File: src/source/kronos_settings.svh
// ==============================
// Kronos lite build settings
// ==============================

`ifndef KRONOS_SETTINGS_SVH
`define KRONOS_SETTINGS_SVH

// Program counter after reset
`define KRONOS_BOOT_ADDR 32'h0000_0000

// Integer register count, x0 included
`define KRONOS_NREGS 32

`endif

File: src/source/kronos_types.sv
// ==============================
// Kronos lite shared types
// ==============================

package kronos_types;

  typedef enum logic [2:0] {
    ADD, SUB, AND, OR, XOR, SLT, PASS
  } alu_op_t;

  // ==============================
  // Instruction formats
  // ==============================
  typedef struct packed {
    logic [6:0] funct7;
    logic [4:0] rs2;
    logic [4:0] rs1;
    logic [2:0] funct3;
    logic [4:0] rd;
    logic [6:0] opcode;
  } instr_r_t;

  typedef struct packed {
    logic [11:0] imm_11_0;
    logic [4:0]  rs1;
    logic [2:0]  funct3;
    logic [4:0]  rd;
    logic [6:0]  opcode;
  } instr_i_t;

  typedef struct packed {
    logic [6:0] imm_11_5;
    logic [4:0] rs2;
    logic [4:0] rs1;
    logic [2:0] funct3;
    logic [4:0] imm_4_0;
    logic [6:0] opcode;
  } instr_s_t;

  typedef struct packed {
    logic       imm_12;
    logic [5:0] imm_10_5;
    logic [4:0] rs2;
    logic [4:0] rs1;
    logic [2:0] funct3;
    logic [3:0] imm_4_1;
    logic       imm_11;
    logic [6:0] opcode;
  } instr_b_t;

  typedef struct packed {
    logic [19:0] imm_31_12;
    logic [4:0]  rd;
    logic [6:0]  opcode;
  } instr_u_t;

  typedef struct packed {
    logic       imm_20;
    logic [9:0] imm_10_1;
    logic       imm_11;
    logic [7:0] imm_19_12;
    logic [4:0] rd;
    logic [6:0] opcode;
  } instr_j_t;

  // One instruction word, six ways to read it
  typedef union packed {
    instr_r_t r_fmt;
    instr_i_t i_fmt;
    instr_s_t s_fmt;
    instr_b_t b_fmt;
    instr_u_t u_fmt;
    instr_j_t j_fmt;
  } instr_u;

  // ==============================
  // Stage registers
  // ==============================
  typedef struct packed {
    logic [31:0] pc;
    instr_u      instr;
  } pipe_if_id_t;

  typedef struct packed {
    logic [31:0] pc;
    logic [31:0] op1;
    logic [31:0] op2;
    logic [31:0] store_data;
    logic [31:0] imm;
    logic [4:0]  rd;
    alu_op_t     alu_op;
    logic        wb_en;
    logic        is_load;
    logic        is_store;
    logic        is_branch;
    logic        branch_ne;
    logic        is_jal;
  } pipe_id_ex_t;

endpackage

File: src/source/kronos_fetch.sv
// ==============================
// Kronos lite fetch stage
// Instruction req/ack, one word in flight
// ==============================

`timescale 1ns/1ps

module kronos_fetch #(
  parameter logic [31:0] BOOT_ADDR = 32'h0
)(
  input  logic                      clk,
  input  logic                      rst_n,
  output logic [31:0]               instr_addr,
  output logic                      instr_req,
  input  logic                      instr_ack,
  input  logic [31:0]               instr_data,
  output kronos_types::pipe_if_id_t fetch,
  output logic                      fetch_vld,
  input  logic                      fetch_rdy,
  input  logic                      branch,
  input  logic [31:0]               branch_target
);

  // Next address to request
  logic [31:0] pc;
  // Word of an aborted request is dropped
  logic        discard;
  logic        instr_done;
  logic        slot_free;

  assign instr_done = instr_req && instr_ack;
  assign slot_free  = !fetch_vld || fetch_rdy;

  always_ff @(posedge clk or negedge rst_n) begin
    if (!rst_n) begin
      pc         <= BOOT_ADDR;
      instr_addr <= BOOT_ADDR;
      instr_req  <= 1'b0;
      discard    <= 1'b0;
      fetch_vld  <= 1'b0;
    end else if (branch) begin
      pc        <= branch_target;
      fetch_vld <= 1'b0;
      // Request in flight still waits for its ack
      if (instr_done) begin
        instr_req <= 1'b0;
        discard   <= 1'b0;
      end else if (instr_req) begin
        discard <= 1'b1;
      end
    end else begin
      if (fetch_vld && fetch_rdy) begin
        fetch_vld <= 1'b0;
      end
      if (instr_done) begin
        instr_req <= 1'b0;
        discard   <= 1'b0;
        if (!discard) begin
          fetch_vld <= 1'b1;
          pc        <= instr_addr + 32'd4;
        end
      end else if (!instr_req && slot_free) begin
        instr_req  <= 1'b1;
        instr_addr <= pc;
      end
    end
  end

  // Output word, captured on ack
  always_ff @(posedge clk) begin
    if (!branch && instr_done && !discard) begin
      fetch.pc    <= instr_addr;
      fetch.instr <= instr_data;
    end
  end

endmodule

File: src/source/kronos_regfile.sv
// ==============================
// Kronos lite register file
// ==============================

`timescale 1ns/1ps
`include "kronos_settings.svh"

module kronos_regfile (
  input  logic        clk,
  input  logic        rst_n,
  input  logic [4:0]  rs1_sel,
  input  logic [4:0]  rs2_sel,
  output logic [31:0] rs1_data,
  output logic [31:0] rs2_data,
  input  logic        wr_en,
  input  logic [4:0]  wr_sel,
  input  logic [31:0] wr_data
);

  // x0 is not stored
  logic [31:0] regs [1:`KRONOS_NREGS-1];

  always_ff @(posedge clk or negedge rst_n) begin
    if (!rst_n) begin
      for (int i = 1; i < `KRONOS_NREGS; i++) begin
        regs[i] <= '0;
      end
    end else if (wr_en && wr_sel != 5'd0) begin
      regs[wr_sel] <= wr_data;
    end
  end

  // Write-first read, new data visible in the write cycle
  always_comb begin
    rs1_data = (rs1_sel == 5'd0) ? 32'd0 :
               (wr_en && wr_sel == rs1_sel) ? wr_data : regs[rs1_sel];
    rs2_data = (rs2_sel == 5'd0) ? 32'd0 :
               (wr_en && wr_sel == rs2_sel) ? wr_data : regs[rs2_sel];
  end

endmodule

File: src/source/kronos_decode.sv
// ==============================
// Kronos lite decode stage
// Operands, immediate and hazard hold
// ==============================

`timescale 1ns/1ps

module kronos_decode (
  input  logic                      clk,
  input  logic                      rst_n,
  input  logic                      flush,
  input  kronos_types::pipe_if_id_t fetch,
  input  logic                      fetch_vld,
  output logic                      fetch_rdy,
  output kronos_types::pipe_id_ex_t decode,
  output logic                      decode_vld,
  input  logic                      decode_rdy,
  input  logic                      regwr_en,
  input  logic [4:0]                regwr_sel,
  input  logic [31:0]               regwr_data
);

  localparam logic [6:0] OPC_REG    = 7'b0110011;
  localparam logic [6:0] OPC_IMM    = 7'b0010011;
  localparam logic [6:0] OPC_LUI    = 7'b0110111;
  localparam logic [6:0] OPC_LOAD   = 7'b0000011;
  localparam logic [6:0] OPC_STORE  = 7'b0100011;
  localparam logic [6:0] OPC_BRANCH = 7'b1100011;
  localparam logic [6:0] OPC_JAL    = 7'b1101111;

  kronos_types::instr_u      instr;
  kronos_types::pipe_id_ex_t dec_next;
  kronos_types::alu_op_t     alu_sel;
  logic [31:0] rs1_data;
  logic [31:0] rs2_data;
  logic        alu_ok;
  logic        use_rs1;
  logic        use_rs2;
  logic        ex_pend;
  logic [4:0]  ex_rd;
  logic        id_hit;
  logic        ex_hit;

  assign instr = fetch.instr;

  kronos_regfile u_regfile (
    .clk     (clk               ),
    .rst_n   (rst_n             ),
    .rs1_sel (instr.r_fmt.rs1   ),
    .rs2_sel (instr.r_fmt.rs2   ),
    .rs1_data(rs1_data          ),
    .rs2_data(rs2_data          ),
    .wr_en   (regwr_en          ),
    .wr_sel  (regwr_sel         ),
    .wr_data (regwr_data        )
  );

  // ALU select from funct3, SUB only for register ops
  always_comb begin
    alu_ok  = 1'b1;
    alu_sel = kronos_types::ADD;
    case (instr.r_fmt.funct3)
      3'b000: alu_sel = (instr.r_fmt.opcode == OPC_REG && instr.r_fmt.funct7[5]) ?
                        kronos_types::SUB : kronos_types::ADD;
      3'b010: alu_sel = kronos_types::SLT;
      3'b100: alu_sel = kronos_types::XOR;
      3'b110: alu_sel = kronos_types::OR;
      3'b111: alu_sel = kronos_types::AND;
      default: alu_ok = 1'b0;
    endcase
  end

  always_comb begin
    dec_next            = '0;
    dec_next.pc         = fetch.pc;
    dec_next.op1        = rs1_data;
    dec_next.op2        = rs2_data;
    dec_next.store_data = rs2_data;
    dec_next.rd         = instr.r_fmt.rd;
    dec_next.alu_op     = kronos_types::ADD;
    use_rs1             = 1'b0;
    use_rs2             = 1'b0;
    case (instr.r_fmt.opcode)
      OPC_REG: begin
        use_rs1         = 1'b1;
        use_rs2         = 1'b1;
        dec_next.alu_op = alu_sel;
        dec_next.wb_en  = alu_ok;
      end
      OPC_IMM, OPC_LOAD: begin
        use_rs1          = 1'b1;
        dec_next.imm     = {{20{instr.i_fmt.imm_11_0[11]}}, instr.i_fmt.imm_11_0};
        dec_next.op2     = dec_next.imm;
        dec_next.alu_op  = alu_sel;
        dec_next.is_load = (instr.r_fmt.opcode == OPC_LOAD);
        dec_next.wb_en   = alu_ok || dec_next.is_load;
      end
      OPC_STORE: begin
        use_rs1           = 1'b1;
        use_rs2           = 1'b1;
        dec_next.imm      = {{20{instr.s_fmt.imm_11_5[6]}}, instr.s_fmt.imm_11_5,
                             instr.s_fmt.imm_4_0};
        dec_next.is_store = 1'b1;
      end
      OPC_BRANCH: begin
        use_rs1            = 1'b1;
        use_rs2            = 1'b1;
        dec_next.imm       = {{19{instr.b_fmt.imm_12}}, instr.b_fmt.imm_12,
                              instr.b_fmt.imm_11, instr.b_fmt.imm_10_5,
                              instr.b_fmt.imm_4_1, 1'b0};
        dec_next.is_branch = (instr.b_fmt.funct3[2:1] == 2'b00);
        dec_next.branch_ne = instr.b_fmt.funct3[0];
      end
      OPC_LUI: begin
        dec_next.imm    = {instr.u_fmt.imm_31_12, 12'h000};
        dec_next.op2    = dec_next.imm;
        dec_next.alu_op = kronos_types::PASS;
        dec_next.wb_en  = 1'b1;
      end
      OPC_JAL: begin
        // Link value is pc + 4
        dec_next.imm    = {{11{instr.j_fmt.imm_20}}, instr.j_fmt.imm_20,
                           instr.j_fmt.imm_19_12, instr.j_fmt.imm_11,
                           instr.j_fmt.imm_10_1, 1'b0};
        dec_next.op1    = fetch.pc;
        dec_next.op2    = 32'd4;
        dec_next.is_jal = 1'b1;
        dec_next.wb_en  = 1'b1;
      end
      default: ;
    endcase
    dec_next.wb_en = dec_next.wb_en && (instr.r_fmt.rd != 5'd0);
  end

  // Sources still owed a write by decode or execute
  assign id_hit = decode_vld && decode.wb_en &&
                  ((use_rs1 && decode.rd == instr.r_fmt.rs1) ||
                   (use_rs2 && decode.rd == instr.r_fmt.rs2));
  assign ex_hit = ex_pend && !(regwr_en && regwr_sel == ex_rd) &&
                  ((use_rs1 && ex_rd == instr.r_fmt.rs1) ||
                   (use_rs2 && ex_rd == instr.r_fmt.rs2));

  assign fetch_rdy = !flush && (!decode_vld || decode_rdy) && !id_hit && !ex_hit;

  always_ff @(posedge clk or negedge rst_n) begin
    if (!rst_n) begin
      decode_vld <= 1'b0;
      ex_pend    <= 1'b0;
      ex_rd      <= 5'd0;
    end else begin
      if (flush) begin
        decode_vld <= 1'b0;
      end else if (fetch_vld && fetch_rdy) begin
        decode_vld <= 1'b1;
      end else if (decode_rdy) begin
        decode_vld <= 1'b0;
      end
      // Destination of the item held in execute
      if (decode_vld && decode_rdy) begin
        ex_pend <= decode.wb_en;
        ex_rd   <= decode.rd;
      end else if (regwr_en && regwr_sel == ex_rd) begin
        ex_pend <= 1'b0;
      end
    end
  end

  always_ff @(posedge clk) begin
    if (fetch_vld && fetch_rdy) begin
      decode <= dec_next;
    end
  end

endmodule

File: src/source/kronos_execute.sv
// ==============================
// Kronos lite execute stage
// ALU, branches, load/store, write back
// ==============================

`timescale 1ns/1ps

module kronos_execute (
  input  logic                      clk,
  input  logic                      rst_n,
  input  kronos_types::pipe_id_ex_t decode,
  input  logic                      decode_vld,
  output logic                      decode_rdy,
  output logic                      regwr_en,
  output logic [4:0]                regwr_sel,
  output logic [31:0]               regwr_data,
  output logic                      branch,
  output logic [31:0]               branch_target,
  output logic [31:0]               data_addr,
  output logic [31:0]               data_wr_data,
  output logic [3:0]                data_mask,
  output logic                      data_wr_en,
  output logic                      data_req,
  input  logic                      data_ack,
  input  logic [31:0]               data_rd_data
);

  kronos_types::pipe_id_ex_t ex;
  logic        ex_vld;
  logic        is_mem;
  logic        retire;
  logic        op_eq;
  logic [31:0] alu_out;

  // ==============================
  // Stage register
  // ==============================
  always_ff @(posedge clk or negedge rst_n) begin
    if (!rst_n) begin
      ex_vld <= 1'b0;
    end else if (decode_vld && decode_rdy) begin
      ex_vld <= 1'b1;
    end else if (retire) begin
      ex_vld <= 1'b0;
    end
  end

  always_ff @(posedge clk) begin
    if (decode_vld && decode_rdy) begin
      ex <= decode;
    end
  end

  // Memory ops wait for ack, the rest leave after one cycle
  assign is_mem = ex.is_load || ex.is_store;
  assign retire = ex_vld && (!is_mem || data_ack);

  // Nothing enters behind a taken branch
  assign decode_rdy = (!ex_vld || retire) && !branch;

  // ==============================
  // ALU and compare
  // ==============================
  always_comb begin
    case (ex.alu_op)
      kronos_types::ADD:  alu_out = ex.op1 + ex.op2;
      kronos_types::SUB:  alu_out = ex.op1 - ex.op2;
      kronos_types::AND:  alu_out = ex.op1 & ex.op2;
      kronos_types::OR:   alu_out = ex.op1 | ex.op2;
      kronos_types::XOR:  alu_out = ex.op1 ^ ex.op2;
      kronos_types::SLT:  alu_out = {31'd0, $signed(ex.op1) < $signed(ex.op2)};
      kronos_types::PASS: alu_out = ex.op2;
      default:            alu_out = 32'd0;
    endcase
  end

  assign op_eq = (ex.op1 == ex.op2);

  // Taken BEQ/BNE or JAL, a single cycle since both retire at once
  assign branch        = ex_vld && (ex.is_jal || (ex.is_branch && (op_eq != ex.branch_ne)));
  assign branch_target = ex.pc + ex.imm;

  // ==============================
  // Data port
  // ==============================
  assign data_addr    = ex.op1 + ex.imm;
  assign data_wr_data = ex.store_data;
  // Word accesses only
  assign data_mask    = 4'hF;
  assign data_req     = ex_vld && is_mem;
  assign data_wr_en   = ex_vld && ex.is_store;

  // Write back
  assign regwr_en   = retire && ex.wb_en;
  assign regwr_sel  = ex.rd;
  assign regwr_data = ex.is_load ? data_rd_data : alu_out;

endmodule

File: src/source/kronos_core.sv
// ==============================
// Kronos lite core top
// Three stage RV32I subset pipeline
// ==============================

`timescale 1ns/1ps
`include "kronos_settings.svh"

module kronos_core #(
  parameter logic [31:0] BOOT_ADDR = `KRONOS_BOOT_ADDR
)(
  input  logic        clk,
  input  logic        rst_n,
  // Instruction port
  output logic [31:0] instr_addr,
  output logic        instr_req,
  input  logic        instr_ack,
  input  logic [31:0] instr_data,
  // Data port
  output logic [31:0] data_addr,
  output logic [31:0] data_wr_data,
  output logic [3:0]  data_mask,
  output logic        data_wr_en,
  output logic        data_req,
  input  logic        data_ack,
  input  logic [31:0] data_rd_data
);

  kronos_types::pipe_if_id_t fetch;
  kronos_types::pipe_id_ex_t decode;
  logic        fetch_vld;
  logic        fetch_rdy;
  logic        decode_vld;
  logic        decode_rdy;
  logic        branch;
  logic [31:0] branch_target;
  logic        flush;
  logic        regwr_en;
  logic [4:0]  regwr_sel;
  logic [31:0] regwr_data;

  // Taken branch clears fetch and decode
  assign flush = branch;

  // ==============================
  // Fetch
  // ==============================
  kronos_fetch #(
    .BOOT_ADDR(BOOT_ADDR)
  ) u_fetch (
    .clk          (clk          ),
    .rst_n        (rst_n        ),
    .instr_addr   (instr_addr   ),
    .instr_req    (instr_req    ),
    .instr_ack    (instr_ack    ),
    .instr_data   (instr_data   ),
    .fetch        (fetch        ),
    .fetch_vld    (fetch_vld    ),
    .fetch_rdy    (fetch_rdy    ),
    .branch       (branch       ),
    .branch_target(branch_target)
  );

  // ==============================
  // Decode
  // ==============================
  kronos_decode u_decode (
    .clk       (clk       ),
    .rst_n     (rst_n     ),
    .flush     (flush     ),
    .fetch     (fetch     ),
    .fetch_vld (fetch_vld ),
    .fetch_rdy (fetch_rdy ),
    .decode    (decode    ),
    .decode_vld(decode_vld),
    .decode_rdy(decode_rdy),
    .regwr_en  (regwr_en  ),
    .regwr_sel (regwr_sel ),
    .regwr_data(regwr_data)
  );

  // ==============================
  // Execute
  // ==============================
  kronos_execute u_execute (
    .clk          (clk          ),
    .rst_n        (rst_n        ),
    .decode       (decode       ),
    .decode_vld   (decode_vld   ),
    .decode_rdy   (decode_rdy   ),
    .regwr_en     (regwr_en     ),
    .regwr_sel    (regwr_sel    ),
    .regwr_data   (regwr_data   ),
    .branch       (branch       ),
    .branch_target(branch_target),
    .data_addr    (data_addr    ),
    .data_wr_data (data_wr_data ),
    .data_mask    (data_mask    ),
    .data_wr_en   (data_wr_en   ),
    .data_req     (data_req     ),
    .data_ack     (data_ack     ),
    .data_rd_data (data_rd_data )
  );

endmodule

File: config.mk
export PLATFORM = sky130hd
export DESIGN_NAME = kronos_core
export DESIGN_NICKNAME = d
export VERILOG_FILES = /design/src/source/kronos_types.sv /design/src/source/kronos_fetch.sv /design/src/source/kronos_regfile.sv /design/src/source/kronos_decode.sv /design/src/source/kronos_execute.sv /design/src/source/kronos_core.sv
export VERILOG_INCLUDE_DIRS = /design/src /design/src/source
export SDC_FILE = /design/constraint.sdc
export NUM_CORES = 2
export LEC_CHECK = 0
export ABC_CLOCK_PERIOD_IN_PS = 17000
export BUFFER_PORTS_ARGS = -buffer_cell sky130_fd_sc_hd__buf_2
export CORE_ASPECT_RATIO = 1.1
export CORE_MARGIN = 4
export CORE_UTILIZATION = 30
export DETAILED_ROUTE_END_ITERATION = 12
export HOLD_SLACK_MARGIN = 0.15
export PLACE_DENSITY = 0.45
export SYNTH_ARGS = -nofsm -noshare
export SYNTH_HDL_FRONTEND = slang
export SYNTH_SLANG_ARGS = --single-unit
export TNS_END_PERCENT = 5
File: constraint.sdc
create_clock -name clk -period 17 [get_ports clk]
set_input_delay 0.85 -clock clk [delete_from_list [all_inputs] [get_ports clk]]
set_output_delay 0.85 -clock clk [all_outputs]
set_load 0.02 [all_outputs]
Yosys cells after proc, flatten, opt, wreduce, memory -nomap -nowiden
Index checks and enable logic that the tools add are counted.

cells by class
  $add $sub $neg = 5
  magnitude comparators = 5
  equal/unequal tests = 28
  mux-type cells = 48
  bitwise operators = 8
  reductions and logical operators = 73

operator list
  kind                   number
  $bwmux 992             1
  $mux 32                14
  $bmux 32 s5            2
  $pmux 32 s7            1
  $demux 32 s5           1
  $pmux 32 s5            1
  $add 32x32->32         3
  $pmux 32 s3            1
  $eq 5x5->1             7
  $add 32x3->32 const B  1
  $and 32x32->32         1
  $eq 32x32->1           1
  $lt 32x32->1           1
  $or 32x32->32          1
  $sub 32x32->32         1
  $xor 32x32->32         1
  $logic_and 1x1->1      31
  $mux 1                 24
  $eq 7x6->1 const B     3
  $eq 3x3->1 const B     6
  $ge 6x6->1 const B     3
  $not 5->6              3
  $pmux 3 s5             1
  $eq 7x7->1 const B     2
  other kinds (24)       56

storage, ports and cells
  register bits after elaboration = 1479
  input port bits = 68
  output and inout bits = 103
  word-level logic and storage cells = 235

Logic depth before layout (Yosys ltp)
  depth in word-level cells = 16
  depth in mapped cells = 16

Hierarchy
Synthesis repeated with hierarchy kept, for this count alone.

second synthesis, totals
  cells, all modules = 6177
  area, all modules = 81079.0 µm²

by module, submodules not included
  module          times used  cells each  area each (µm²)  sequential area each (µm²)
  kronos_regfile  1           3840        54237.0          24823.8
  kronos_execute  1           1554        14453.9          5250.0
  kronos_decode   1           403         7084.3           5400.2
  kronos_fetch    1           380         5303.8           3598.5

Worst setup path before layout
OpenSTA, ideal clock, no wires.

  kind = register to register
  start point = register u_execute.ex[96] in the netlist's numbering
  end point = register u_decode.ex_rd[0]
  library setup time = 132 ps
  data arrival time = 17182 ps
  required time = 16868 ps
  slack = -315 ps
  stages on the path, launching flop included = 12
  cells stage by stage = edfxtp_1 inv_1 ha_1 buf_6 or4_4 or4_4 nor4_2 xor2_1 and2_1 o21a_1 nor3b_1 mux2_2

between the ends
  longest elaborated chain between the ends = 8

ends and longest elaborated chain
  element                   line                  text
  start: declaration        kronos_execute.sv:28  kronos_types::pipe_id_ex_t ex;
  start signal: assignment  kronos_execute.sv:50  ex <= decode;
  $eq 32x32->1              kronos_execute.sv:77  assign op_eq = (ex.op1 == ex.op2);
  $ne 1x1->1                kronos_execute.sv:80  assign branch = ex_vld && (ex.is_jal || (ex.is_branch && (op_eq != ex.branch_ne)));
  $logic_and 1x1->1         kronos_execute.sv:80
  $logic_or 1x1->1          kronos_execute.sv:80
  $logic_and 1x1->1         kronos_execute.sv:80
  $logic_not 1->1           kronos_execute.sv:59  assign decode_rdy = (!ex_vld || retire) && !branch;
  $logic_and 1x1->1         kronos_execute.sv:59
  $logic_and 1x1->1         kronos_decode.sv:159  if (decode_vld && decode_rdy) begin
  end signal: assignment    kronos_decode.sv:161  ex_rd <= decode.rd;
  end: declaration          kronos_decode.sv:40   logic [4:0] ex_rd;

No other way between the ends.
A chain may end at the register's enable or synchronous reset.

Worst setup path in the final report
  start point = register u_execute.ex[126] in the netlist's numbering
  end point = register u_decode.decode[69] (netlist name)

between the ends
  longest elaborated chain between the ends = 12

ends and longest elaborated chain
  element                            line                                        text
  $eq 32x32->1 *                     kronos_execute.sv:77
  $ne 1x1->1 *                       kronos_execute.sv:80
  $logic_and 1x1->1 *                kronos_execute.sv:80
  $logic_or 1x1->1 *                 kronos_execute.sv:80
  $logic_and 1x1->1 *                kronos_execute.sv:80
  $logic_not 1->1 *                  kronos_decode.sv:143, kronos_execute.sv:59
  $logic_and 1x1->1                  kronos_execute.sv:59
  $logic_or 1x1->1                   kronos_decode.sv:143                        assign fetch_rdy = !flush && (!decode_vld || decode_rdy) && !id_hit && !ex_hit;
  $logic_and 1x1->1 * (3 in series)  kronos_decode.sv:143
  $logic_and 1x1->1 *                kronos_decode.sv:169                        if (fetch_vld && fetch_rdy) begin

Mark *: on every way between the ends. The rest lies on a longest branch, timed or not.

==> reports/qor.yml <==
synth:
  synth-seq-area-share: 0.496
  ys.flop_type: "dfrtp_1"
  synth_top_area_frac: 0.339
  synth-edff-count: 412
  avgSynthCellArea_sq_um: 11.5
  synth_cell_type_count: 95
  ys_ff_latch: 1479
  postSynthCellCount: 6819
  synth_warnings: 0
  synthArstFlopShare: 0.721
  synthesis.area_sq_um: 78700
  synth_area_leader_cell: "dfrtp_1"
  synth_area_leaders: "dfrtp_1 34%, mux4_2 16%, edfxtp_1 16%"
floorplan:
  initial_core_util: 0.303
  coreArea_sq_um: 260000
  die_height_um: 545
  rows: 196
  ios: 171
  dieArea_sq_um: 271000
  fp.dieW_um: 496
cts:
  cts_buffers: 170
  clkTransAtPathRegs_ns: 0.07
  htreeDepth: 4
  postCtsSetupBuffers: 0
  worst_skew_pair.late_latency_ns: 0.84
  cts.sinks: 1479
  root_buffer: "clkbuf_16"
  cts_tree: "done"
  cts_buffer_depth: 4
detailed_routing:
  drt_pass1_iterations: 6
  drc: 0
  wl_per_cell_um: 28.9
  via_per_inst: 5.47
  num_vias: 56450
  ant_nets: 0
  drt_iter0_markers: 4694
  routed_wl_mm: 298
place:
  placed_area_sq_um: 83100
  hpwl_mm: 193
  port_buffers: 166
  gp_congestion: 0.933
grt:
  globalRouteTotalUtil: 0.217
  grt_pass1_wl_mm: 428
  grt_pass1_vias: 56404
  antenna_found_initial: 8
  grt_remaining_overflow: 0
  grt_max_degree: 180
flow_run:
  cap_violations: 0
finish:
  fill_cells: 25904
  fin_util: 0.341
  fin_area_sq_um: 88700
  syn2layout_area_growth_pct: 12.7
  finalNetCount: 6968
  drive_gt1_frac: 0.208
worst_setup_path:
  startpoint_type: "register"
  arrival_ns: 7.36
  path_common_cell: "buf_4"
  critPathMaxFanout: 61
  crit_required_ns: 17.45
  worst_setup_path_end_kind: "register"
  cp_cell_sequence: "inv_1, ha_1, or4_4, or4_4, nor4_2, xor2_1, and2_1, o21ai_4, buf_4, o311a_1, and2_4, buf_4, buf_4"
  path_class: "reg2reg"
  cpPeakStageDelay_ns: 0.84
  cpMaxStageDelayCell: "buf_4"
timing:
  clock_skew_ns: 0.0489
  worst_slew_pin_slew_ns: 1.20
  period_needed_ns: 6.91
  timing.hold.ws_ns: 0.206
  maxSlewViolCount: 0
  slew_headroom: 0.200
  fmax_mhz: 145
  setup_viol: 0
  rsz0062_at_grt: "no"
  fin_crit_sh: 0.406
  setup_tns_ns: 0
  hold_violations: 0
run_status:
  outcome: "finished, final reports clean"
power:
  p_sw_mw: 5.16
  netSwitchingFraction: 0.376
  comb_power_share: 0.334
  peakVddDrop_v: 0.000151
  p_int_mw: 8.57
  pwr-share-clk: 0.273
  p_leak_nw: 36.4
  p_seq_frac: 0.393
  power.density_nw_per_um2: 155
min_path:
  min_path_type: "in2reg"
## placed cells by master (no fill, tap or decap), drive strengths merged, types with 58 or more instances in the layout
cell / n
clkbuf: 244
buf: 329
o21ai: 1016
edfxtp: 412
ha: 181
mux4: 576
a21oi: 247
nand2: 1227
inv: 137
dfrtp: 1067
mux2i: 117
xnor2: 73
xor2: 58
nor2: 192
mux2: 160
## power groups by stage
stage          Clock [mW]  Combinational [mW]  Sequential (mW)
5_1_grt              3.97                4.95             5.48
6_report             3.75                4.58             5.40
4_1_cts              3.84                4.59             5.39
2_1_floorplan           0                3.06             5.16
3_3_place_gp            0                4.55             5.43
3_5_place_dp            0                4.58             5.45
## worst paths after layout
check	startpoint	to	slack, ns	depth (start not counted)
max reg2reg	u_execute.ex[126]	u_decode.decode[69]	10.09	13
max in group asynchronous	rst_n	u_decode.u_regfile.regs[654]	12.99	5
min reg2reg	u_decode.decode[34]	u_execute.ex[34]	0.40	0
min in group asynchronous	rst_n	u_decode.u_regfile.regs[769]	0.70	2
max	u_execute.ex[126]	u_decode.decode[69]	10.09	13
min	instr_data[14]	u_fetch.fetch[14]	0.21	1
## layout make-up
type | count | area (sq um) | share of cell area
Clock inverter | 55 | 653 | 0.00736
Clock buffer | 244 | 4930 | 0.0555
Tap cell | 3465 | 4340 | 0.0489
Inverter | 134 | 503 | 0.00567
Sequential cell | 1479 | 39100 | 0.440
Timing Repair Buffer | 333 | 2190 | 0.0247
Multi-Input combinational cell | 4597 | 37100 | 0.417
Antenna cell | 6 | 15.0 | 0.000169
## worst max-delay path, delay by kind of cell (launching register included)
family	cells	cell delay [ns]
xor gates and xnor gates	1	0.13
adders and majority gates	1	0.46
buffers and inverters	4	2.20
AOI/OAI and AO/OA	2	0.46
DFF	1	0.45
and+or+nand+nor	5	2.65
## metal layers
metal	vias to the layer above	share of wire	global-route usage
li1	24788	-	-
met1	29329	0.42	0.287
met3	485	0.053	0.0272
met4	4	0.051	0.0936
met2	1844	0.48	0.356
met5	-	0.000091	0
## through the flow
step                      total power [mW]  setup slack [ns]  std cells
final                                 13.7             10.09      10313
after detailed placement              10.0             10.14      10004
after floorplan                       8.23              6.49       6822
after CTS                             13.8             10.10      10307
after global placement                9.98             10.22      10004
after global routing                  14.4              9.80      10308
## cell families (layout without fill, tap and decap cells)
family	count (synthesis)	in the layout	synth area share
flops	1479	1479	0.496
xor+xnor	131	131	0.0146
other cells	1	10	0.0000476
fa+ha+maj	185	185	0.0298
mux	853	853	0.204
simple gates	1715	1715	0.0905
compound gates	1709	1709	0.127
buf+inv	746	766	0.0387
## state kept, by name, indices dropped and copies added, names as in the netlist
name and cells:
u_decode.u_regfile.regs 992, u_execute.ex 137, u_decode.ex_rd 5, u_execute.regwr_sel 5
u_fetch.instr_req 1, u_fetch.pc 32, u_fetch.fetch_vld 1, u_decode.decode_vld 1
u_execute.data_wr_data 32, u_fetch.instr_addr 32, u_fetch.fetch 64, u_execute.ex_vld 1
u_fetch.discard 1, u_decode.ex_pend 1, u_decode.decode 174
## timing repair
action,4_1_cts,5_1_grt
setup endpoints to repair,0,0
hold buffers,4,0
gates resized for setup,0,0
endpoints found under the hold margin,87,0
## cells in the mapped netlist, drive strengths merged (20+ instances only)
cell / n
nand2: 1227
dfrtp: 1067
o21ai: 1016
mux4: 576
clkbuf: 459
edfxtp: 412
a21oi: 247
nor2: 192
ha: 181
mux2: 160
buf: 153
inv: 133
mux2i: 117
xnor2: 73
xor2: 58
nand3: 52
o211ai: 51
a22o: 47
nor3: 44
a21o: 42
o221ai: 38
nor2b: 32
a211oi: 31
a31oi: 27
nand4: 27
nand2b: 25
o21a: 23
o21bai: 21
or3: 21
nor4: 20
o22ai: 20
Note: power is estimated with default switching activity, not from simulation.
